===== config.mk =====
export PLATFORM = sky130hd
export DESIGN_NAME = uword_pipe_flat
export DESIGN_NICKNAME = d
export VERILOG_FILES = /design/src/verilog/micro_ctrl_pkg.sv /design/src/verilog/seq_if.sv /design/src/verilog/uword_pipe.sv /design/src/flat_wrapper.sv
export VERILOG_INCLUDE_DIRS = /design/src /design/src/verilog
export SDC_FILE = /design/constraint.sdc
export NUM_CORES = 1
export LEC_CHECK = 0
export ABC_AREA = 1
export CAP_MARGIN = 40
export CORE_MARGIN = 4
export CORE_UTILIZATION = 50
export CTS_BUF_LIST = sky130_fd_sc_hd__clkbuf_8
export CTS_CLUSTER_DIAMETER = 100
export DETAILED_ROUTE_END_ITERATION = 12
export DONT_BUFFER_PORTS = 1
export GPL_TIMING_DRIVEN = 0
export SLEW_MARGIN = 15
export SYNTH_ARGS = -nofsm -noshare
export SYNTH_HDL_FRONTEND = slang
export SYNTH_SLANG_ARGS = --single-unit

===== constraint.sdc =====
create_clock -name clk -period 0.9 [get_ports clk]
set_clock_uncertainty 0.05 [all_clocks]
set_input_delay 0.18 -clock clk [delete_from_list [all_inputs] [get_ports clk]]
set_output_delay 0.18 -clock clk [all_outputs]
set_load 0.01 [all_outputs]

===== src/verilog/micro_ctrl_defs.svh =====
// ************************************************************
// widths and microword field positions for the microprogrammed
// controller: address, control store, microword, return stack
// ************************************************************
`ifndef MICRO_CTRL_DEFS_SVH
`define MICRO_CTRL_DEFS_SVH

`define ADDR_W      12      // microaddress width, as on the 2910
`define CS_AW       8       // control store address bits actually decoded
`define UWORD_W     32      // microword width
`define CTL_W       10      // datapath control outputs
`define FLAG_W      4       // external status flags
`define STACK_DEPTH 5       // return stack entries

// microword fields, top bit down
`define INSTR_HI    31
`define INSTR_LO    28
`define CCEN_BIT    27      // low enables the condition test
`define CSEL_HI     26
`define CSEL_LO     25
`define CPOL_BIT    24      // flag value that counts as a pass
`define RLD_BIT     23      // low forces a counter load
`define CI_BIT      22      // carry into the incrementer
`define BR_HI       21
`define BR_LO       10
`define CTL_HI      9
`define CTL_LO      0

`endif


===== src/verilog/micro_ctrl_pkg.sv =====
// ************************************************************
// shared types of the microprogrammed controller
// microaddress, microword, control group, flags and the
// sixteen 2910 sequencer instructions
// ************************************************************
`include "micro_ctrl_defs.svh"

package micro_ctrl_pkg;

    typedef logic [`ADDR_W-1:0]  uaddr_t;   // also counter and stack entries
    typedef logic [`UWORD_W-1:0] uword_t;
    typedef logic [`CTL_W-1:0]   ctl_t;
    typedef logic [`FLAG_W-1:0]  flags_t;

    // instruction codes in 2910 order
    typedef enum logic [3:0] {
        JZ   = 4'd0,    // jump zero, clears stack
        CJS  = 4'd1,    // conditional jump to subroutine
        JMAP = 4'd2,    // jump to map address
        CJP  = 4'd3,    // conditional jump pipeline
        PUSH = 4'd4,    // push, conditional counter load
        JSRP = 4'd5,    // conditional subroutine, counter or pipeline
        CJV  = 4'd6,    // conditional jump vector
        JRP  = 4'd7,    // conditional jump counter or pipeline
        RFCT = 4'd8,    // repeat loop while counter nonzero
        RPCT = 4'd9,    // repeat pipeline while counter nonzero
        CRTN = 4'd10,   // conditional return
        CJPP = 4'd11,   // conditional jump pipeline and pop
        LDCT = 4'd12,   // load counter and continue
        LOOP = 4'd13,   // test end of loop
        CONT = 4'd14,   // continue
        TWB  = 4'd15    // three way branch
    } seq_op_t;

endpackage


===== src/verilog/seq_if.sv =====
// ************************************************************
// link between the microword pipeline and the 2910 sequencer
// ************************************************************
`timescale 1ns/10ps

interface seq_if
    import micro_ctrl_pkg::*;
();

    // pipeline to sequencer
    seq_op_t instr;     // instruction field
    logic    ccen_n;    // condition enable, active low
    logic    cc_n;      // condition, low means pass
    logic    rld_n;     // counter load, active low
    logic    ci;        // incrementer carry
    uaddr_t  d;         // direct address input

    // sequencer to pipeline
    uaddr_t  y;         // next microaddress
    logic    pl_n;      // take d from the branch field
    logic    map_n;     // take d from the map address
    logic    vect_n;    // take d from the vector address

    modport seq (
        input  instr, ccen_n, cc_n, rld_n, ci, d,
        output y, pl_n, map_n, vect_n
    );

    modport pipe (
        output instr, ccen_n, cc_n, rld_n, ci, d,
        input  y, pl_n, map_n, vect_n
    );

endinterface


===== src/verilog/uword_pipe.sv =====
// ************************************************************
// microword pipeline register
// field split, condition select and polarity, and the
// direct address source for the sequencer
// ************************************************************
`timescale 1ns/10ps
`include "micro_ctrl_defs.svh"

module uword_pipe
    import micro_ctrl_pkg::*;
(
    input  logic              clk,
    input  logic              rst_n,
    seq_if.pipe               sif,
    input  flags_t            flags,
    input  uaddr_t            map_addr,
    input  uaddr_t            vect_addr,
    output logic [`CS_AW-1:0] cs_raddr,
    input  uword_t            cs_rdata,
    output ctl_t              ctl
);

    uword_t      pipe_q;            // current microword
    logic [1:0]  cond_sel;
    logic        cond_pol;
    uaddr_t      br;

    // fetch address is the sequencer output with the upper bits not decoded
    assign cs_raddr = sif.y[`CS_AW-1:0];

    // all zeros after reset decodes as JZ with quiet controls
    always_ff @(posedge clk) begin
        if (!rst_n)
            pipe_q <= '0;
        else
            pipe_q <= cs_rdata;
    end

    // field split
    assign sif.instr  = seq_op_t'(pipe_q[`INSTR_HI:`INSTR_LO]);
    assign sif.ccen_n = pipe_q[`CCEN_BIT];
    assign cond_sel   = pipe_q[`CSEL_HI:`CSEL_LO];
    assign cond_pol   = pipe_q[`CPOL_BIT];
    assign sif.rld_n  = pipe_q[`RLD_BIT];
    assign sif.ci     = pipe_q[`CI_BIT];
    assign br         = pipe_q[`BR_HI:`BR_LO];
    assign ctl        = pipe_q[`CTL_HI:`CTL_LO];

    // pass (cc_n low) when the chosen flag matches the polarity bit
    assign sif.cc_n = (flags[cond_sel] != cond_pol);

    // direct address source as enabled by the sequencer decode
    always_comb begin
        if (!sif.pl_n)
            sif.d = br;
        else if (!sif.map_n)
            sif.d = map_addr;       // mapping PROM output
        else if (!sif.vect_n)
            sif.d = vect_addr;      // interrupt vector
        else
            sif.d = '0;             // no source enabled
    end

endmodule


===== src/flat_wrapper.sv =====
// flat-port wrapper written by rule: the top's interface ports become plain ports
module uword_pipe_flat import micro_ctrl_pkg::*;
  (clk, rst_n, flags, map_addr, vect_addr, cs_raddr, cs_rdata, ctl, sif_instr, sif_ccen_n, sif_cc_n, sif_rld_n, sif_ci, sif_d, sif_y, sif_pl_n, sif_map_n, sif_vect_n);
  seq_if sif_i ();
  input  logic clk;
  input  logic rst_n;
  input  flags_t flags;
  input  uaddr_t map_addr;
  input  uaddr_t vect_addr;
  output logic [`CS_AW-1:0] cs_raddr;
  input  uword_t cs_rdata;
  output ctl_t ctl;
  output wire logic [$bits(sif_i.instr)-1:0] sif_instr;
  output wire logic [$bits(sif_i.ccen_n)-1:0] sif_ccen_n;
  output wire logic [$bits(sif_i.cc_n)-1:0] sif_cc_n;
  output wire logic [$bits(sif_i.rld_n)-1:0] sif_rld_n;
  output wire logic [$bits(sif_i.ci)-1:0] sif_ci;
  output wire logic [$bits(sif_i.d)-1:0] sif_d;
  input wire logic [$bits(sif_i.y)-1:0] sif_y;
  input wire logic [$bits(sif_i.pl_n)-1:0] sif_pl_n;
  input wire logic [$bits(sif_i.map_n)-1:0] sif_map_n;
  input wire logic [$bits(sif_i.vect_n)-1:0] sif_vect_n;
  assign sif_instr = sif_i.instr;
  assign sif_ccen_n = sif_i.ccen_n;
  assign sif_cc_n = sif_i.cc_n;
  assign sif_rld_n = sif_i.rld_n;
  assign sif_ci = sif_i.ci;
  assign sif_d = sif_i.d;
  assign sif_i.y = sif_y;
  assign sif_i.pl_n = sif_pl_n;
  assign sif_i.map_n = sif_map_n;
  assign sif_i.vect_n = sif_vect_n;
  uword_pipe u_core (.clk(clk), .rst_n(rst_n), .sif(sif_i), .flags(flags), .map_addr(map_addr), .vect_addr(vect_addr), .cs_raddr(cs_raddr), .cs_rdata(cs_rdata), .ctl(ctl));
endmodule

== Yosys cells after proc, flatten, opt, wreduce, memory -nomap -nowiden ==
Cells that the tools add are included.

* ROM bits: 0
* Bits in latches: 0
* Input port bits: 77
* Memories: 0
* Logic and storage cells: 8
* Flip-flop bits (word level): 32
* Bits in writable memories: 0
* Output and inout port bits: 38

* $lt $le $gt $ge: 1
* Multiplexer cells: 5
* Shifts and indexed selects: 0
* Multipliers: 0
* Bitwise operators: 0
* Divide/modulo/power cells: 0
* $add $sub $neg: 0
* Eq/ne operators: 1
* Reductions and logical operators: 0

{| class="wikitable"
|+ Operator list
! operator !! number
|-
| $mux 12 || 3
|-
| $lt 2x3->1 const B || 1
|-
| $bmux 1 s2 || 1
|-
| $mux 1 || 1
|-
| $ne 1x1->1 || 1
|}

== Longest topological paths before layout ==
* Depth after elaboration: 3
* Mapped depth: 6

== Least setup slack after synthesis ==
No wires, ideal clock.

* Path kind: register to output
* Start: register u_core.pipe_q[25]
* End: output port sif_cc_n
* Arrival time: 681 ps
* Data required time: 670 ps
* Buffers on the path: 0
* Cell stages (with the launch flop): 7
* Setup slack: -11 ps
* Cells stage by stage: dfxtp_1 inv_1 nand2_1 nand3_1 nand2_1 nand2_1 nand2_1

* Cells in the longest elaborated chain, start to end: 3

{| class="wikitable"
|+ Ends and longest elaborated chain
! item !! RTL line !! RTL
|-
| start: declaration || uword_pipe.sv:23 || <nowiki>uword_t pipe_q;</nowiki>
|-
| start signal: assignment || uword_pipe.sv:36 || <nowiki>pipe_q <= cs_rdata;</nowiki>
|-
| $bmux 1 s2 || uword_pipe.sv:50 || <nowiki>assign sif.cc_n = (flags[cond_sel] != cond_pol);</nowiki>
|-
| $mux 1 (not written as such) || uword_pipe.sv:50 ||
|-
| $ne 1x1->1 || uword_pipe.sv:50 ||
|-
| end: declaration || flat_wrapper.sv:15 || <nowiki>output wire logic [$bits(sif_i.cc_n)-1:0] sif_cc_n;</nowiki>
|}

Every way passes these cells. The select of a mux whose other input is x is not followed.

== Worst setup path in the final report ==
Ends and elaborated chain as after synthesis.

==> summary.md <==
| Metric | Value |
|---|---|
| Endpoint of the worst hold-timing path | `u_core.pipe_q[23]` |
| Average instance area after synthesis | `between 6 and 7 um^2` |
| Area after detailed placement | `1545 um^2` |
| Via count of the first global-routing pass | `approximately 1400` |
| Post-route standard cell area excluding fillers | `about 2100 um^2` |
| Overflow left after global routing | `0` |
| Top-level I/O count | `approximately 120` |
| Placer congestion estimate | `between 0.7 and 0.8` |
| Library cell contributing the largest single delay on the critical path | `sky130_fd_sc_hd__dfxtp_2` |
| Die boundary width | `approximately 62 um` |
| Via Count | `between 1000 and 1500` |
| Cells traversed along the worst timing path | `inv_2, nand2_2, nand3_2, nand2_1, nand2_1, nand2_2` |
| Class of the tightest hold or removal check | `in2reg` |
| Core footprint | `2781 um^2` |
| Register Area | `approximately 680 um^2` |
| Most used cells in the layout excluding fill and tap cells | `47 x sky130_fd_sc_hd__inv_1, 36 x sky130_fd_sc_hd__nand2_1, 33 x sky130_fd_sc_hd__dlygate4sd3_1` |
| Average wire per standard cell | `around 14 um` |
| H-Tree Depth | `2` |
| Slew margin rel. | `80.93%` |
| Number of clock sinks | `32` |
| Highest cell delay on the worst timing path | `0.36 ns` |
| Total routed wirelength | `a little over 4 mm` |
| Root buffer cell | `sky130_fd_sc_hd__clkbuf_8` |
| Highest net fanout along the worst path | `3` |
| Area enclosed by the die boundary | `between 3000 and 4000 um^2` |
| Initial Util | `between 50% and 60%` |
| Leakage power total | `approximately 1.2 nW` |
| Antenna violations before repair | `0` |
| Worst hold path depth | `3` |
| Global-route wire length before repair | `between 6 and 7 mm` |
| Worst slew pin tran | `between 0.2 and 0.3 ns` |
| Setup repair after global routing missed its margin | `true` |
| Final setup fails | `27` |
| Critical setup path kind | `reg2out` |
| Diode count | `0` |
| Register area share after synthesis | `a little over two fifths` |
| Number of maximum-capacitance violations | `0` |
| Power density cells | `roughly 1500 nW/um^2` |
| Largest vdd supply drop | `between 1500 and 2000 uV` |
| Total routing usage reported by global routing | `about a fifth` |
| Cells after synthesis | `about 210` |
| Worst path arrival time | `around 1.1 ns` |
| Status | `finished with violations` |
| Remaining antenna violation count after routing | `0` |
| CTS tree | `yes` |
| Buffering stage count on the worst path with inverters included | `1` |
| Crit end category | `primary output` |
| Longest Clk Path Bufs | `2` |
| Area growth, synth to finish | `44.46%` |
| Hold Crit Start | `rst_n` |
| Net count after synthesis | `290` |
| Most common cell after layout, fill and taps aside | `sky130_fd_sc_hd__inv_1` |
| Ratio of final minimum period to clock period | `143.4%` |
| Worst-path clk slew | `around 0.070 ns` |
| Number of clock buffers inserted by TritonCTS | `5` |
| Power after layout | `around 3.3 mW` |
| Layout cells sized above 1 | `38.98%` |
| Largest net degree at the start of global routing | `11` |
| Synthesis-stage register bit count | `32` |
| Violations in the final reports | `setup timing` |
| Final Util | `between 70% and 80%` |
| Max reg flops | `32` |
| Layout Nets | `330` |
| Max-slew violations | `0` |
| Cell accounting for the most synthesized area | `sky130_fd_sc_hd__dfxtp_1` |
| HPWL reported at the end of detailed placement | `between 2 and 2.5 mm` |
| Count of unique library cells instantiated by Yosys | `11` |
| Yosys warning count | `0` |
| Worst endpoint required time | `around 0.67 ns` |
| Final critical delay including setup and external delays | `between 1 and 1.5 ns` |
| Largest registers | `u_core.pipe_q (32)` |
| Remaining DRCs | `0` |
| Final-report hold violation count | `0` |
| Register containing the most flip-flops in the final layout | `u_core.pipe_q` |
| Top post-synthesis cells by area | `sky130_fd_sc_hd__dfxtp_1 44%, sky130_fd_sc_hd__inv_1 12%, sky130_fd_sc_hd__buf_4 11%` |
| FP Rows | `19` |
| CP startpoint kind | `flop` |
| Highest Clock Rate | `774.8 MHz` |
| Initial detailed-routing violation count | `between 40 and 50` |
| Die height | `62.20 um` |
| Family of cells with the greatest summed delay on the critical path | `simple AND/OR/NAND/NOR gates` |
| Total standard cell area after synthesis | `roughly 1500 um^2` |
| Smallest setup slack after layout | `-0.3906 ns` |
| Number of I/O port buffers | `0` |
| Number of vias per cell | `about 4.7` |
| Top-area cell type share of the netlist area | `a little over two fifths` |
| First drt pass iteration count | `4` |
| Multi-input gate area in the final layout | `~520 um^2` |
| Total of fill cells in the finished design | `203` |
## stage by stage
step	std cells	setup WS, ns	hold WS [ns]	setup TNS, ns
2_1_floorplan	213	0.01701	0.2234	0
3_5_place_dp	244	-0.06134	0.2315	-0.3254
4_1_cts	285	-0.3415	0.1278	-2.605
3_3_place_gp	244	-0.02342	0.2264	-0.1283
6_report	285	-0.3906	0.1485	-2.404
5_1_grt	285	-0.4421	0.1462	-3.194
## power breakdown
part | total (mW) | switching, mW | internal, mW
clock network | 1.10 | 0.496 | 0.609
registers | 1.55 | 0.0429 | 1.51
logic | 0.596 | 0.294 | 0.302
## logic make-up (layout without fill, tap and decap cells)
kind of cell,Yosys count,after routing,synth area share (%)
AND/OR/NAND/NOR,90,90,24.28
buffers and inverters,79,120,27.77
flip-flops,32,32,43.61
AO/OA/AOI/OAI,12,12,4.344
## how the worst max path moves through the flow
stage	start	endpoint	slack, ns	cells after the start
finish	u_core.pipe_q[25]	sif_cc_n	-0.39	6
detailed placement	sif_vect_n	sif_d[4]	-0.06	4
CTS	u_core.pipe_q[25]	sif_cc_n	-0.34	6
global route	u_core.pipe_q[25]	sif_cc_n	-0.44	6
global placement	u_core.pipe_q[25]	sif_cc_n	-0.02	6
floorplan	u_core.pipe_q[25]	sif_cc_n	0.02	6
## cells in the mapped netlist (all sizes together)
library cell and instances:
nand3 15, dfxtp 32, nand2 39, a21oi 12, nor2 36, buf 30, inv 49
## final cells by class
class                      count  share of cell area, %
buffer                        30                  13.03
inverter                      49                  8.667
multi-input combinational    102                  24.59
clock inverter                 2                 0.4717
tap                           31                  1.828
sequential                    32                  31.96
clock buffer                   6                  3.892
timing repair buffer          33                  15.57
## worst min-delay path, stage by stage
cell and delay, ns:
sky130_fd_sc_hd__buf_2 0.16, sky130_fd_sc_hd__nand2_1 0.07, sky130_fd_sc_hd__inv_1 0.03
## repair_timing
item / in CTS / in global routing
endpoints found under the setup margin: 28 / 29
pin swaps: 6 / 5
resized for setup: 38 / 26
hold endpoints to repair: 32 / 0
hold buffers: 33 / 0
buffers inserted: 0 / 0
## per-layer routing
| metal | global-route usage [%] | part of all wire (%) |
|---|---|---|
| met4 | 7.317 | 1.7 |
| met3 | 10.09 | 14 |
| met5 | 0 | 0 |
| met1 | 18.50 | 32 |
| met2 | 32.90 | 53 |
(Power assumes the default switching activity.)
