$ cat src/verilog/micro_ctrl_defs.svh
// ************************************************************
// widths and microword field positions for the microprogrammed
// controller: address, control store, microword, return stack
// ************************************************************
`ifndef MICRO_CTRL_DEFS_SVH
`define MICRO_CTRL_DEFS_SVH

`define ADDR_W      12      // microaddress width, as on the 2910
`define CS_AW       8       // control store address bits actually decoded
`define UWORD_W     32      // microword width
`define CTL_W       10      // datapath control outputs
`define FLAG_W      4       // external status flags
`define STACK_DEPTH 5       // return stack entries

// microword fields, top bit down
`define INSTR_HI    31
`define INSTR_LO    28
`define CCEN_BIT    27      // low enables the condition test
`define CSEL_HI     26
`define CSEL_LO     25
`define CPOL_BIT    24      // flag value that counts as a pass
`define RLD_BIT     23      // low forces a counter load
`define CI_BIT      22      // carry into the incrementer
`define BR_HI       21
`define BR_LO       10
`define CTL_HI      9
`define CTL_LO      0

`endif

$ cat src/verilog/micro_ctrl_pkg.sv
// ************************************************************
// shared types of the microprogrammed controller
// microaddress, microword, control group, flags and the
// sixteen 2910 sequencer instructions
// ************************************************************
`include "micro_ctrl_defs.svh"

package micro_ctrl_pkg;

    typedef logic [`ADDR_W-1:0]  uaddr_t;   // also counter and stack entries
    typedef logic [`UWORD_W-1:0] uword_t;
    typedef logic [`CTL_W-1:0]   ctl_t;
    typedef logic [`FLAG_W-1:0]  flags_t;

    // instruction codes in 2910 order
    typedef enum logic [3:0] {
        JZ   = 4'd0,    // jump zero, clears stack
        CJS  = 4'd1,    // conditional jump to subroutine
        JMAP = 4'd2,    // jump to map address
        CJP  = 4'd3,    // conditional jump pipeline
        PUSH = 4'd4,    // push, conditional counter load
        JSRP = 4'd5,    // conditional subroutine, counter or pipeline
        CJV  = 4'd6,    // conditional jump vector
        JRP  = 4'd7,    // conditional jump counter or pipeline
        RFCT = 4'd8,    // repeat loop while counter nonzero
        RPCT = 4'd9,    // repeat pipeline while counter nonzero
        CRTN = 4'd10,   // conditional return
        CJPP = 4'd11,   // conditional jump pipeline and pop
        LDCT = 4'd12,   // load counter and continue
        LOOP = 4'd13,   // test end of loop
        CONT = 4'd14,   // continue
        TWB  = 4'd15    // three way branch
    } seq_op_t;

endpackage

$ cat src/verilog/seq_if.sv
// ************************************************************
// link between the microword pipeline and the 2910 sequencer
// ************************************************************
`timescale 1ns/10ps

interface seq_if
    import micro_ctrl_pkg::*;
();

    // pipeline to sequencer
    seq_op_t instr;     // instruction field
    logic    ccen_n;    // condition enable, active low
    logic    cc_n;      // condition, low means pass
    logic    rld_n;     // counter load, active low
    logic    ci;        // incrementer carry
    uaddr_t  d;         // direct address input

    // sequencer to pipeline
    uaddr_t  y;         // next microaddress
    logic    pl_n;      // take d from the branch field
    logic    map_n;     // take d from the map address
    logic    vect_n;    // take d from the vector address

    modport seq (
        input  instr, ccen_n, cc_n, rld_n, ci, d,
        output y, pl_n, map_n, vect_n
    );

    modport pipe (
        output instr, ccen_n, cc_n, rld_n, ci, d,
        input  y, pl_n, map_n, vect_n
    );

endinterface

$ cat src/verilog/next_addr_seq.sv
// ************************************************************
// 2910 style next address sequencer
// instruction decode, loop counter, microprogram counter,
// five entry return stack and the y multiplexer
// ************************************************************
`timescale 1ns/10ps
`include "micro_ctrl_defs.svh"

module next_addr_seq
    import micro_ctrl_pkg::*;
(
    input  logic clk,
    input  logic rst_n,
    seq_if.seq   sif,
    output logic stack_full
);

    localparam int SP_W = $clog2(`STACK_DEPTH + 1);    // pointer runs 0..depth

    uaddr_t          cnt;                       // loop / iteration counter
    uaddr_t          upc;                       // microprogram counter
    uaddr_t          stack [`STACK_DEPTH];      // entry i holds level i+1
    logic [SP_W-1:0] sp;                        // 0 means empty
    logic [SP_W-1:0] wr_idx;
    uaddr_t          stk_top;

    logic fail;
    logic pass;
    logic r_nz;
    logic full;

    // decoded terms of the 2910 table
    logic sel_r;
    logic sel_d;
    logic sel_pc;
    logic sel_stk;
    logic push;
    logic pop;
    logic load;
    logic decr;
    logic clear;

    assign fail = sif.cc_n & ~sif.ccen_n;       // a disabled test always passes
    assign pass = ~fail;
    assign r_nz = |cnt;
    assign full = (sp == SP_W'(`STACK_DEPTH));

    // empty stack reads back as the microprogram counter, so a return
    // from an empty stack just falls through
    assign stk_top = (sp == '0) ? upc : stack[sp - 1'b1];

    // a push at full overwrites the top entry
    assign wr_idx = full ? SP_W'(`STACK_DEPTH - 1) : sp;

    always_comb begin
        sel_r   = 1'b0;
        sel_d   = 1'b0;
        sel_pc  = 1'b0;
        sel_stk = 1'b0;
        push    = 1'b0;
        pop     = 1'b0;
        load    = 1'b0;
        decr    = 1'b0;
        clear   = 1'b0;
        case (sif.instr)
            JZ:   clear = 1'b1;                 // y falls to zero below
            CJS: begin
                sel_d  = pass;
                sel_pc = fail;
                push   = pass;
            end
            JMAP: sel_d = 1'b1;
            CJP, CJV: begin
                sel_d  = pass;
                sel_pc = fail;
            end
            PUSH: begin
                sel_pc = 1'b1;
                push   = 1'b1;
                load   = pass;                  // conditional counter load
            end
            JSRP: begin
                sel_d = pass;
                sel_r = fail;
                push  = 1'b1;
            end
            JRP: begin
                sel_d = pass;
                sel_r = fail;
            end
            RFCT: begin
                sel_stk = r_nz;                 // back to loop start
                decr    = r_nz;
                sel_pc  = ~r_nz;
                pop     = ~r_nz;                // loop done, drop the entry
            end
            RPCT: begin
                sel_d  = r_nz;
                decr   = r_nz;
                sel_pc = ~r_nz;
            end
            CRTN: begin
                sel_stk = pass;
                pop     = pass;
                sel_pc  = fail;
            end
            CJPP: begin
                sel_d  = pass;
                pop    = pass;
                sel_pc = fail;
            end
            LDCT: begin
                sel_pc = 1'b1;
                load   = 1'b1;
            end
            LOOP: begin
                sel_pc  = pass;
                pop     = pass;
                sel_stk = fail;
            end
            CONT: sel_pc = 1'b1;
            TWB: begin
                if (pass) begin
                    sel_pc = 1'b1;
                    pop    = 1'b1;
                    decr   = r_nz;
                end else if (r_nz) begin
                    sel_stk = 1'b1;
                    decr    = 1'b1;
                end else begin
                    sel_d = 1'b1;               // counter ran out
                    pop   = 1'b1;
                end
            end
            default: sel_pc = 1'b1;
        endcase
    end

    // next address source
    always_comb begin
        if (sel_r)
            sif.y = cnt;
        else if (sel_d)
            sif.y = sif.d;
        else if (sel_pc)
            sif.y = upc;
        else if (sel_stk)
            sif.y = stk_top;
        else
            sif.y = '0;                         // JZ
    end

    // direct address source enables, all active low
    assign sif.pl_n   = (sif.instr == JMAP) || (sif.instr == CJV);
    assign sif.map_n  = (sif.instr != JMAP);
    assign sif.vect_n = (sif.instr != CJV);

    always_ff @(posedge clk) begin
        if (!rst_n) begin
            cnt <= '0;
            upc <= '0;
            sp  <= '0;
        end else begin
            if (load || !sif.rld_n)
                cnt <= sif.d;
            else if (decr)
                cnt <= cnt - 1'b1;

            if (clear)
                upc <= '0;
            else
                upc <= sif.y + uaddr_t'(sif.ci);   // incrementer

            if (pop && sp != '0)
                sp <= sp - 1'b1;
            else if (push && !full)
                sp <= sp + 1'b1;
            else if (clear)
                sp <= '0;
        end
    end

    always_ff @(posedge clk) begin
        if (push)
            stack[wr_idx] <= upc;   // return address is the current upc
    end

    assign stack_full = full;

endmodule

$ cat src/flat_wrapper.sv
// flat-port wrapper written by rule: the top's interface ports become plain ports
module next_addr_seq_flat import micro_ctrl_pkg::*;
  (clk, rst_n, stack_full, sif_instr, sif_ccen_n, sif_cc_n, sif_rld_n, sif_ci, sif_d, sif_y, sif_pl_n, sif_map_n, sif_vect_n);
  seq_if sif_i ();
  input  logic clk;
  input  logic rst_n;
  output logic stack_full;
  input wire logic [$bits(sif_i.instr)-1:0] sif_instr;
  input wire logic [$bits(sif_i.ccen_n)-1:0] sif_ccen_n;
  input wire logic [$bits(sif_i.cc_n)-1:0] sif_cc_n;
  input wire logic [$bits(sif_i.rld_n)-1:0] sif_rld_n;
  input wire logic [$bits(sif_i.ci)-1:0] sif_ci;
  input wire logic [$bits(sif_i.d)-1:0] sif_d;
  output wire logic [$bits(sif_i.y)-1:0] sif_y;
  output wire logic [$bits(sif_i.pl_n)-1:0] sif_pl_n;
  output wire logic [$bits(sif_i.map_n)-1:0] sif_map_n;
  output wire logic [$bits(sif_i.vect_n)-1:0] sif_vect_n;
  assign sif_i.instr = sif_instr;
  assign sif_i.ccen_n = sif_ccen_n;
  assign sif_i.cc_n = sif_cc_n;
  assign sif_i.rld_n = sif_rld_n;
  assign sif_i.ci = sif_ci;
  assign sif_i.d = sif_d;
  assign sif_y = sif_i.y;
  assign sif_pl_n = sif_i.pl_n;
  assign sif_map_n = sif_i.map_n;
  assign sif_vect_n = sif_i.vect_n;
  next_addr_seq u_core (.clk(clk), .rst_n(rst_n), .sif(sif_i), .stack_full(stack_full));
endmodule
$ cat config.mk
export PLATFORM = sky130hd
export DESIGN_NAME = next_addr_seq_flat
export DESIGN_NICKNAME = d
export VERILOG_FILES = /design/src/verilog/micro_ctrl_pkg.sv /design/src/verilog/seq_if.sv /design/src/verilog/next_addr_seq.sv /design/src/flat_wrapper.sv
export VERILOG_INCLUDE_DIRS = /design/src /design/src/verilog
export SDC_FILE = /design/constraint.sdc
export NUM_CORES = 1
export LEC_CHECK = 0
export ABC_AREA = 1
export BUFFER_PORTS_ARGS = -buffer_cell sky130_fd_sc_hd__buf_2
export CORE_UTILIZATION = 35
export DETAILED_ROUTE_END_ITERATION = 6
export PLACE_DENSITY = 0.62
export SYNTH_ARGS = -nofsm -noshare
export SYNTH_HDL_FRONTEND = slang
export SYNTH_SLANG_ARGS = --single-unit
$ cat constraint.sdc
create_clock -name clk -period 3.7 [get_ports clk]
set_input_delay 0.185 -clock clk [delete_from_list [all_inputs] [get_ports clk]]
set_output_delay 0.185 -clock clk [all_outputs]
set_load 0.05 [all_outputs]
# Word level (Yosys, flattened, before mapping)
# Memories as Yosys holds them, arrays and structs flattened.
# Index checks and enable logic that the tools add are counted.
# totals
register_bits,27
latch_bits,0
ramBits,60
rom_bits,0
inputBits,22
out_inout_bits,16
n_memories,1
# memory_table
name,depth,width,read_ports,rd_ports_with_merged_regs,write_ports,line,rtl
u_core.stack,5,12,1,0,1,next_addr_seq.sv:22,uaddr_t stack [`STACK_DEPTH];
# classes
addsub,4
n_mul,0
div,0
n_lt_le_gt_ge,0
eq_ne,18
n_shift,0
mux,29
n_bitwise,5
reduce_logical,20
# op_table
cell,count
12-bit two-way mux,7
4-bit equality test (second input constant),8
4-bit by 3-bit equality test with 1-bit output (second input constant),4
12-bit by 1-bit adder with 12-bit output,1
3-bit two-way mux,4
12-bit OR reduction,1
12-bit by 1-bit subtractor with 12-bit output (second input constant),1
1-bit two-way mux,11
4-bit by 2-bit equality test with 1-bit output (second input constant),2
1-bit case mux with 4 select lines,2
2-bit OR reduction,4
1-bit case mux with 2 select lines,3
3-bit nonzero test,2
3-bit OR reduction,2
6-bit OR reduction,1
1-bit case mux with 5 select lines,1
5-bit OR reduction,1
4-bit by 1-bit equality test with 1-bit output (second input constant),1
4-bit zero test,1
4-bit by 2-bit != test with 1-bit output (second input constant),1
4-bit by 3-bit != test with 1-bit output (second input constant),1
1-bit inverter,4
3-bit by 1-bit adder with 3-bit output (second input constant),1
3-bit equality test (second input constant),1
other kinds (8),11

# Logic depth before layout (Yosys ltp)
# Gate-level depths: netlist (run 1).
# depth
ltp_word,9
depth_mapped,21
ltp_nobuf,19

# Least setup slack after synthesis (run 1)
# Ideal clock, no wire load.
# synth_path
path_type,register to register
from,register u_core.sp[0]
to,register u_core.upc[6]
setup_ns,0.117
arrival_time_ns,3.611
t_required_ns,3.583
setup_slack_ns,-0.027
path_stages_with_launch,20
path_buffers,2
synth_period_minus_slack_ns,3.727
path_cell_list,dfxtp_1 inv_2 buf_1 ha_1 inv_1 clkbuf_1 a21oi_1 a32o_1 o211ai_1 o211ai_1 nand2_1 o21ai_0 o21ai_0 ha_1 ha_1 nand2_1 nor3_2 nand2_1 nand2_1 nor2_1
# synth_via
elab_chain_cells,8
# synth_rtl
element,line,rtl
"start, declared",next_addr_seq.sv:23,logic [SP_W-1:0] sp;
"start signal, assigned",next_addr_seq.sv:175,sp <= sp - 1'b1;
"start signal, assigned",next_addr_seq.sv:177,sp <= sp + 1'b1;
3-bit by 1-bit subtractor with 3-bit output,next_addr_seq.sv:50,assign stk_top = (sp == '0) ? upc : stack[sp - 1'b1];
memory 5 x 12 bit,-,
12-bit two-way mux (*),next_addr_seq.sv:50,
12-bit two-way mux (*),next_addr_seq.sv:147,else if (sel_stk)
12-bit two-way mux (*),next_addr_seq.sv:145,else if (sel_pc)
12-bit two-way mux (*),next_addr_seq.sv:143,else if (sel_d)
12-bit two-way mux (*),next_addr_seq.sv:141,if (sel_r)
named net sif_y[0],flat_wrapper.sv:14,output wire logic [$bits(sif_i.y)-1:0] sif_y;
12-bit by 1-bit adder with 12-bit output (*),next_addr_seq.sv:172,upc <= sif.y + uaddr_t'(sif.ci);
"end signal, assigned",next_addr_seq.sv:172,
"end, declared",next_addr_seq.sv:21,uaddr_t upc;
# The timed path passes the listed nets; every way through them passes the cells marked *.
# A chain may end at the register's enable or synchronous reset.

# Worst setup path after layout (run 1)
# layout_path
from,register u_core.sp[0]
to,register u_core.upc[8]
# layout_via
elab_chain_cells,8
# layout_rtl
element,line
3-bit by 1-bit subtractor with 3-bit output,next_addr_seq.sv:50
memory 5 x 12 bit,-
12-bit two-way mux (*),next_addr_seq.sv:50
12-bit two-way mux (*),next_addr_seq.sv:147
12-bit two-way mux (*),next_addr_seq.sv:145
12-bit two-way mux (*),next_addr_seq.sv:143
12-bit two-way mux (*),next_addr_seq.sv:141
12-bit by 1-bit adder with 12-bit output (*),next_addr_seq.sv:172
# Every way passes the cells marked *; elsewhere a longest branch is shown, timed or not.

==> impl_metrics.env, run 1 <==
export IMPL_ant_nets=0
export IMPL_criticalPathCategory="register to register"
export IMPL_syn_inst=571
export IMPL_cts_max_level=3
export IMPL_grt_use_total_pct=18.2
export IMPL_r2r_end="u_core.upc[8]$_SDFF_PP0_"
export IMPL_ys_ff_latch=87
export IMPL_wirelength_mm=12.2
export IMPL_antenna_found_initial=0
export IMPL_r2r_setup_slack_ns=0.69
export IMPL_netlist_top_cells_area="edfxtp_1 (38%), nand2_1 (14%), dfxtp_1 (11%), nand3_1 (6.6%), nor2_1 (3.3%)"
export IMPL_power_density_nw_per_um2=503
export IMPL_fin_nets=644
export IMPL_cp_endpoint="u_core.upc[8]$_SDFF_PP0_"
export IMPL_core_um2=13200
export IMPL_drt_initial_drc_count=293
export IMPL_synth_cell_type_count=45
export IMPL_slew_violations=0
export IMPL_async_flop_share_pct=0
export IMPL_crit_required_ns=3.97
export IMPL_yosysMostFrequentCell="nand2_1"
export IMPL_clk_pin_slew_worst_paths_ns=0.06
export IMPL_clkLatencyLatePin_ns=0.34
export IMPL_dieArea_um2=14000
export IMPL_utilization_pct=41.0
export IMPL_rows=42
export IMPL_maxSlewHeadroom_pct=64.6
export IMPL_cts_root_buf="clkbuf_16"
export IMPL_drc=0
export IMPL_drive_gt1_share_pct=18.5
export IMPL_dp_cells=780
export IMPL_worstHoldPathCells=3
export IMPL_synth_edf_count=60
export IMPL_clockBufferDepth=2
export IMPL_reg2reg_depth=19
export IMPL_rsz0062_at_grt="false"
export IMPL_slowest_stage="dfxtp_1"
export IMPL_yosys_warnings=0
export IMPL_p_leak_nw=2.22
export IMPL_cp_start_kind="register"
export IMPL_ir_drop_mv=0.221
export IMPL_via_count=4024
export IMPL_hold_viol=0
export IMPL_post_cts_buffers=0
export IMPL_status="completed"
export IMPL_io_buffers=37
export IMPL_cts_buffers=9
export IMPL_ys_seq_area_share_pct=49.6
export IMPL_syn_num_nets=600
export IMPL_grt_pass1_wl_mm=19.7
export IMPL_post_route_period_util_pct=81.3
export IMPL_crit_chain="inv_2 > buf_4 > ha_1 > inv_1 > nand2_1 > nand2_1 > inv_1 > nand2_1 > o211ai_1 > o211ai_1 > nand2_1 > o21ai_0 > o21ai_1 > ha_1 > ha_1 > nand2_1 > nor3_2 > nand3_1 > a21oi_1"
export IMPL_cap_violations=0
export IMPL_min_path_type="input port to register"
export IMPL_drtPass1Iterations=5
export IMPL_areaGrowthSynthToFinish_pct=14.5
export IMPL_cts_resized=0
export IMPL_max_stage_delay_ns=0.32
export IMPL_die_h_um=118
export IMPL_num_antenna_cells=0
export IMPL_synthTopCellsByCount="nand2_1 (175), nand3_1 (62), edfxtp_1 (60)"
export IMPL_cts_tree="yes"
export IMPL_grt_max_degree=31
export IMPL_wire_per_inst_um=15.3
export IMPL_place_hpwl_mm=8.84
export IMPL_start_util_pct=35.8
export IMPL_final_setup_skew_ns=0.00406
export IMPL_io_pins=38
export IMPL_cp_max_fo=28
export IMPL_fin_cells=796
export IMPL_fp_dieW_um=118
export IMPL_cts_sinks=87
export IMPL_synth_area_leader_cell="edfxtp_1"
export IMPL_avgSynthCellArea_um2=8.27
export IMPL_whs_ns=0.136
export IMPL_max_freq_ghz=0.332
export IMPL_overflow=0
export IMPL_endpoint_kind="register"
export IMPL_netlist_area_leader_share_pct=38.1
export IMPL_synthesis_area_um2=4720
export IMPL_finalSetupTns_ns=0
export IMPL_setup_viol=0
export IMPL_worstPathArrival_ns=3.28
export IMPL_gp_congestion=0.891
export IMPL_crit_path_frequent_cell="nand2_1"
export IMPL_vias_per_cell=5.06
export IMPL_cp_startpoint="u_core.sp[0]$_SDFFE_PN0P_"
export IMPL_min_period_ns=3.01
export IMPL_grt_pass1_vias=3917
export IMPL_ys_flop_type="edfxtp_1"
export IMPL_cts_hold_buf=0
export IMPL_r2r_start="u_core.sp[0]$_SDFFE_PN0P_"
export IMPL_tightest_slew_ns=0.528
worst max-delay path: cells and delay by family, from the launching register on:
family          cells  cell delay (ns)
flops               1             0.32
simple gates        7             0.70
buf+inv             4             0.65
compound gates      5             0.57
fa+ha+maj           3             0.70
worst min-delay path by stage:
stage | start | endpoint
after CTS | sif_d[2] | u_core.cnt[2]$_SDFFE_PN0P_
after floorplan | rst_n | u_core.sp[1]$_SDFFE_PN0P_
after detailed placement | sif_d[2] | u_core.cnt[2]$_SDFFE_PN0P_
final | sif_d[2] | u_core.cnt[2]$_SDFFE_PN0P_
after global routing | rst_n | u_core.sp[1]$_SDFFE_PN0P_
after global placement | u_core.cnt[0]$_SDFFE_PN0P_ | u_core.cnt[0]$_SDFFE_PN0P_
metal layers:
metal	global-route usage [%]	part of all wire, %	vias to the layer above	routed length [um]
li1	-	-	2005	-
met1	23.0	45	1870	5440
met2	30.6	48	130	5890
met3	2.65	5.0	19	604
met4	8.17	2.0	0	241
met5	0	0	-	0
power by group:
part,switching (mW),internal (mW)
clock,0.384,0.480
sequential,0.0586,1.11
combinational,0.491,0.199
total,0.934,1.78
placed cells by master, fill, tap and decap left out, types with 4 or more instances in the layout:
master and instances:
xor2_1 6, inv_2 11, buf_4 11, nor2_4 4, nor2_1 42, a21oi_1 21
nor3_1 7, buf_2 37, nor2_2 7, dfxtp_1 27, ha_1 7, o21ai_0 17
inv_1 41, clkbuf_16 9, nand4_1 5, o211ai_1 6, or2_2 7, a31oi_1 9
nand2_1 175, nand2_2 11, edfxtp_1 60, nand3_1 62
per-stage QoR:
step	area [um2]	setup WS [ns]	total power [mW]
final	5410	0.690	2.72
after global routing	5410	0.396	2.84
after CTS	5410	0.691	2.73
after detailed placement	5120	0.746	1.87
after global placement	5120	0.881	1.86
after floorplan	4720	0.0548	1.67
state kept, by name (all words and copies together) (netlist names):
signal,cells
u_core.cnt,12
u_core.upc,12
u_core.sp,3
u_core.stack,60
logic make-up after synthesis:
logic type / after synthesis / share of synthesized area (%)
AOI/OAI and AO/OA: 65 / 8.29
xor gates and xnor gates: 7 / 1.30
adders and majority gates: 7 / 1.85
buffers and inverters: 68 / 6.04
DFF: 87 / 49.6
and+or+nand+nor: 337 / 32.9
layout make-up:
cell class | instances | area (um2)
Tap cell | 176 | 220
Multi-Input combinational cell | 416 | 2100
Clock buffer | 11 | 243
Timing Repair Buffer | 48 | 268
Clock inverter | 5 | 40.0
Sequential cell | 87 | 2340
Inverter | 53 | 199
Fill cell | 1319 | 7780
(Power assumes the default switching activity.)
==> run 2: changes to the inputs <==
==> constraint.sdc (replaced) <==
create_clock -name clk -period 3 [get_ports clk]
set_input_delay 0.15 -clock clk [delete_from_list [all_inputs] [get_ports clk]]
set_output_delay 0.15 -clock clk [all_outputs]
set_load 0.05 [all_outputs]
==> run 2 against run 1 <==
Effect of this change: hold slack worse by 0.032 ns; via count is 1.5% higher; wire length is 2.7% higher; clock power is 19% higher; final cell count is 0.25% higher; clock-buffer cell count is 2 lower; critical path type unchanged; critical endpoint is now u_core.upc[4]$_SDFF_PP0_; largest power group unchanged.
==> impl_metrics.env, run 2 (synthesis results as in run 1) <==
export IMPL_nFillCells=1282
export IMPL_maxSlewHeadroom_pct=66.2
export IMPL_cp_startpoint="u_core.cnt[0]$_SDFFE_PN0P_"
export IMPL_grt_use_total_pct=18.5
export IMPL_cts_hold_buf=0
export IMPL_status="completed"
export IMPL_max_freq_ghz=0.367
export IMPL_cts_root_buf="clkbuf_16"
export IMPL_vias_per_cell=5.12
export IMPL_fp_dieW_um=118
export IMPL_setup_viol=0
export IMPL_max_stage_delay_ns=0.33
export IMPL_post_route_period_util_pct=90.9
export IMPL_min_path_type="input port to register"
export IMPL_p_comb_share_pct=26.1
export IMPL_dieArea_um2=14000
export IMPL_grt_pass1_wl_mm=20.4
export IMPL_endpoint_kind="register"
export IMPL_r2r_setup_slack_ns=0.27
export IMPL_largest_register="u_core.stack"
export IMPL_criticalPathCategory="register to register"
export IMPL_grt_pass1_vias=4047
export IMPL_wire_per_inst_um=15.7
export IMPL_clk_pin_slew_worst_paths_ns=0.06
export IMPL_place_hpwl_mm=9.29
export IMPL_wirelength_mm=12.5
export IMPL_crit_required_ns=3.22
export IMPL_rows=42
export IMPL_overflow=0
export IMPL_clockBufferDepth=2
export IMPL_gp_congestion=0.934
export IMPL_cp_max_fo=8
export IMPL_grt_max_degree=31
export IMPL_reg_top3="u_core.stack: 60 flops, u_core.cnt: 12 flops, u_core.upc: 12 flops"
export IMPL_drt_initial_drc_count=265
export IMPL_fin_area_um2=5460
export IMPL_cts_sinks=87
export IMPL_cts_tree="yes"
export IMPL_start_util_pct=35.8
export IMPL_switching_share_pct=34.6
export IMPL_io_pins=38
export IMPL_p_int_mw=2.19
export IMPL_finalSetupTns_ns=0
export IMPL_min_period_ns=2.73
export IMPL_switchingPower_mw=1.16
export IMPL_layout_common_cells="nand2_1 (175), nand3_1 (62), edfxtp_1 (60)"
export IMPL_power_density_nw_per_um2=613
export IMPL_core_um2=13200
export IMPL_final_setup_skew_ns=0.00635
export IMPL_cp_start_kind="register"
export IMPL_tightest_slew_ns=0.503
export IMPL_ant_nets=0
export IMPL_slowest_stage="dfxtp_1"
export IMPL_utilization_pct=41.4
export IMPL_r2r_end="u_core.upc[4]$_SDFF_PP0_"
export IMPL_power_mw=3.34
export IMPL_cts_buffers=9
export IMPL_drc=0
export IMPL_ir_drop_mv=0.341
export IMPL_crit_chain="inv_2 > ha_1 > nand3_1 > nor2_4 > nand2_2 > nand2_2 > nand4_4 > a21oi_1 > nand2_1 > o21ai_0 > o21ai_4 > ha_4 > ha_2 > inv_1 > nor2_1 > xor2_1 > inv_1 > nor2_1"
export IMPL_num_antenna_cells=0
export IMPL_p_leak_nw=2.24
export IMPL_drtPass1Iterations=5
export IMPL_fin_nets=647
export IMPL_io_buffers=37
export IMPL_reg2reg_depth=18
export IMPL_p_seq_share_pct=43.0
export IMPL_slew_violations=0
export IMPL_final_common_cell="nand2_1"
export IMPL_via_count=4084
export IMPL_cts_max_level=3
export IMPL_hold_viol=0
export IMPL_r2r_start="u_core.cnt[0]$_SDFFE_PN0P_"
export IMPL_clkLatencyLatePin_ns=0.34
export IMPL_dpl_cell_area_um2=5190
export IMPL_clkPwrFrac_pct=30.9
export IMPL_largest_reg_flops=60
export IMPL_drive_gt1_share_pct=19.6
export IMPL_areaGrowthSynthToFinish_pct=15.5
export IMPL_worstPathArrival_ns=2.95
export IMPL_cap_violations=0
export IMPL_die_h_um=118
export IMPL_rsz0062_at_grt="false"
export IMPL_cp_endpoint="u_core.upc[4]$_SDFF_PP0_"
export IMPL_antenna_found_initial=0
run 2: changes by cell type in the layout (fill, tap and decap cells not counted), sizes merged:
cell      change
buf           +3
clkbuf        -2
clkinv        +2
clkinvlp      -1
run 2: what timing repair did:
| action | CTS | global route |
|---|---|---|
| buffers inserted | 0 | 0 |
| setup endpoints to repair | 0 | 3 |
| resized for setup | 0 | 1 |
run 2: power by group through the flow:
stage	Combinational, mW	Sequential (mW)	Clock [mW]
6_report	0.872	1.44	1.03
5_1_grt	0.958	1.45	1.10
4_1_cts	0.870	1.44	1.05
3_5_place_dp	0.865	1.46	0
3_3_place_gp	0.856	1.46	0
2_1_floorplan	0.644	1.43	0
run 2: area by class of cell:
class | count | area [um2] | share of cell area [%]
sequential | 87 | 2340 | 42.9
multi-input combinational | 416 | 2130 | 39.1
timing repair buffer | 51 | 290 | 5.32
clock buffer | 9 | 225 | 4.13
tap | 176 | 220 | 4.04
inverter | 53 | 199 | 3.65
clock inverter | 6 | 43.8 | 0.803
run 2: through the flow:
step,hold slack (ns),worst slack (ns),cells
after detailed placement,0.454,0.247,783
after global placement,0.451,0.305,783
final,0.104,0.274,798
after floorplan,0.268,0.0252,571
after global routing,0.110,0.0342,798
after CTS,0.0991,0.225,798
run 2: critical path, delay by kind of cell, from the launching register on:
family / cells / cell delay (ns)
compound gates: 3 / 0.42
xor+xnor: 1 / 0.13
fa+ha+maj: 3 / 0.62
buf+inv: 3 / 0.25
flops: 1 / 0.33
simple gates: 8 / 0.86
run 2: how the worst min path moves through the flow:
stage                     startpoint                         end  slack, ns  depth (start not counted)
after floorplan                rst_n   u_core.sp[1]$_SDFFE_PN0P_       0.27                          1
after global routing        sif_d[4]  u_core.cnt[4]$_SDFFE_PN0P_       0.11                          3
after CTS                   sif_d[2]  u_core.cnt[2]$_SDFFE_PN0P_        0.1                          3
after global placement         rst_n   u_core.sp[1]$_SDFFE_PN0P_       0.45                          2
after detailed placement    sif_d[4]  u_core.cnt[4]$_SDFFE_PN0P_       0.45                          3
final                       sif_d[2]  u_core.cnt[2]$_SDFFE_PN0P_       0.10                          3
run 2: routing by layer:
| layer | share of wire (%) | up-vias | track usage (%) |
|---|---|---|---|
| li1 | - | 2013 | - |
| met1 | 43 | 1907 | 22.7 |
| met2 | 50 | 140 | 32.6 |
| met3 | 5.1 | 24 | 3.28 |
| met4 | 1.8 | 0 | 6.33 |
| met5 | 0 | - | 0 |
==> run 3: changes to the inputs <==
--- a/config.mk
+++ b/config.mk
@@ -8,9 +8,11 @@
 export LEC_CHECK = 0
 export ABC_AREA = 1
 export BUFFER_PORTS_ARGS = -buffer_cell sky130_fd_sc_hd__buf_2
+export CELL_PAD_IN_SITES_DETAIL_PLACEMENT = 1
+export CELL_PAD_IN_SITES_GLOBAL_PLACEMENT = 2
 export CORE_UTILIZATION = 35
 export DETAILED_ROUTE_END_ITERATION = 6
-export PLACE_DENSITY = 0.62
+export PLACE_DENSITY = 0.88
 export SYNTH_ARGS = -nofsm -noshare
 export SYNTH_HDL_FRONTEND = slang
 export SYNTH_SLANG_ARGS = --single-unit
==> run 3 against run 2 <==
Effect of this change: fmax is 1.1% lower; sequential share of layout area is 0.11 points lower; sequential cell count stayed put; via count is 0.54% higher; core utilization is 0.10 points higher; final area is 0.25% higher; critical path depth is 1 lower; setup slack worse by 0.029 ns; total power is 3.1% higher; sequential power hardly changed.
==> impl_metrics.env, run 3 (synthesis results as in run 1) <==
export IMPL_hold_viol=0
export IMPL_cp_start_kind="register"
export IMPL_overflow=0
export IMPL_areaGrowthSynthToFinish_pct=15.8
export IMPL_num_antenna_cells=0
export IMPL_ir_drop_mv=0.262
export IMPL_endpoint_kind="register"
export IMPL_grtUsageMet3_pct=2.56
export IMPL_cts_sinks=87
export IMPL_wirelength_mm=13.9
export IMPL_crit_required_ns=3.28
export IMPL_grt_pass1_wl_mm=22.7
export IMPL_start_util_pct=35.8
export IMPL_cts_root_buf="clkbuf_16"
export IMPL_post_route_period_util_pct=91.9
export IMPL_largest_register="u_core.stack"
export IMPL_max_stage_delay_ns=0.32
export IMPL_via_count=4106
export IMPL_p_leak_nw=2.24
export IMPL_io_pins=38
export IMPL_core_um2=13200
export IMPL_power_density_nw_per_um2=631
export IMPL_cts_tree="yes"
export IMPL_drc=0
export IMPL_vias_per_cell=5.15
export IMPL_seq_area_um2=2340
export IMPL_post_cts_buffers=0
export IMPL_criticalPathCategory="register to register"
export IMPL_grt_use_met1_pct=25.6
export IMPL_dp_cells=781
export IMPL_multi_input_area_um2=2140
export IMPL_final_common_cell="nand2_1"
export IMPL_reg_top3="u_core.stack: 60 flops, u_core.cnt: 12 flops, u_core.upc: 12 flops"
export IMPL_clkLatencyLatePin_ns=0.35
export IMPL_cp_num_cells=17
export IMPL_largest_reg_flops=60
export IMPL_grt_pass1_vias=4365
export IMPL_grt_use_total_pct=21.0
export IMPL_cap_violations=0
export IMPL_drtPass1Iterations=4
export IMPL_ant_nets=0
export IMPL_crit_chain="inv_1 > ha_4 > inv_1 > a21oi_1 > a32o_1 > o211ai_1 > o211ai_1 > nand2_1 > o21ai_0 > o21ai_4 > ha_4 > ha_2 > inv_1 > nor2_1 > xor2_1 > inv_1 > nor2_1"
export IMPL_clk_pin_slew_worst_paths_ns=0.07
export IMPL_die_h_um=118
export IMPL_status="completed"
export IMPL_io_buffers=37
export IMPL_fp_dieW_um=118
export IMPL_max_freq_ghz=0.363
export IMPL_cp_max_fo=6
export IMPL_use_met2_pct=37.8
export IMPL_clockBufferDepth=2
export IMPL_worstPathArrival_ns=3.04
export IMPL_cts_buffers=9
export IMPL_min_period_ns=2.76
export IMPL_place_hpwl_mm=10.5
export IMPL_crit_path_frequent_cell="inv_1"
export IMPL_rsz0062_at_grt="false"
export IMPL_busiest_layer="met2"
export IMPL_worst_path_buf_inv=4
export IMPL_slowest_stage="dfxtp_1"
export IMPL_setup_viol=0
export IMPL_drive_gt1_share_pct=19.6
export IMPL_nFillCells=1588
export IMPL_worstHoldPathCells=3
export IMPL_cts_hold_buf=0
export IMPL_min_path_type="input port to register"
export IMPL_gp_congestion=0.905
export IMPL_drt_initial_drc_count=227
export IMPL_reg2reg_depth=17
export IMPL_grt_max_degree=31
export IMPL_cp_top_family="compound AO/OA/AOI/OAI gates"
export IMPL_final_setup_skew_ns=0.00886
export IMPL_maxSlewHeadroom_pct=64.8
export IMPL_antenna_found_initial=0
export IMPL_finalSetupTns_ns=0
export IMPL_tightest_slew_ns=0.526
export IMPL_slew_violations=0
export IMPL_wire_per_inst_um=17.4
export IMPL_fin_nets=645
export IMPL_fin_cells=797
export IMPL_cts_max_level=3
export IMPL_rows=42
export IMPL_layout_common_cells="nand2_1 (175), nand3_1 (62), edfxtp_1 (60)"
export IMPL_dieArea_um2=14000
export IMPL_utilization_pct=41.5
[run 3: cell types whose count changed in the layout (fill, tap and decap cells not counted), sizes merged]
| cell | change |
|---|---|
| buf | -2 |
| bufinv | +1 |
| clkbuf | +1 |
| inv | -1 |
[run 3: report_power, final]
part	internal, mW	switching [mW]	leakage [nW]
Clock	0.650	0.480	0.147
Sequential	1.36	0.0761	0.770
Combinational	0.258	0.621	1.32
Total	2.27	1.18	2.24
[run 3: timing repair]
item | 4_1_cts | 5_1_grt
endpoints found under the hold margin | 0 | 0
gates resized for setup | 0 | 2
setup endpoints to repair | 0 | 4
[run 3: per-stage QoR]
stage / area [um2] / total power [mW] / hold slack (ns) / worst slack (ns)
2_1_floorplan: 4770 / 2.07 / 0.268 / 0.0252
3_3_place_gp: 5170 / 2.32 / 0.457 / 0.292
3_5_place_dp: 5170 / 2.35 / 0.456 / 0.179
4_1_cts: 5470 / 3.48 / 0.0924 / 0.168
5_1_grt: 5470 / 3.62 / 0.116 / 0.0217
6_report: 5470 / 3.45 / 0.105 / 0.244
[run 3: area by class of cell]
class | instances | share of cell area [%]
inverter | 53 | 3.64
clock inverter | 6 | 1.21
tap | 176 | 4.03
sequential | 87 | 42.8
clock buffer | 10 | 4.19
timing repair buffer | 49 | 5.03
multi-input combinational | 416 | 39.1
[run 3: path summary, 6_finish.rpt]
check                                                 from  slack (ns)                         end
worst min register to register  u_core.cnt[0]$_SDFFE_PN0P_        0.51  u_core.cnt[0]$_SDFFE_PN0P_
worst max-delay path             u_core.sp[1]$_SDFFE_PN0P_        0.24    u_core.upc[4]$_SDFF_PP0_
worst max register to register   u_core.sp[1]$_SDFFE_PN0P_        0.24    u_core.upc[4]$_SDFF_PP0_
worst min-delay path                              sif_d[0]        0.11  u_core.cnt[0]$_SDFFE_PN0P_
[run 3: routing by layer]
layer	vias to the layer above	share of wire [%]
met5	-	0
met4	0	2.5
met3	18	2.9
met2	61	51
met1	2025	44
li1	2002	-
[run 3: tightest hold or removal path, delay by kind of cell]
family / cells / cell delay, ns
simple gates: 1 / 0.06
compound gates: 1 / 0.07
buf+inv: 1 / 0.12
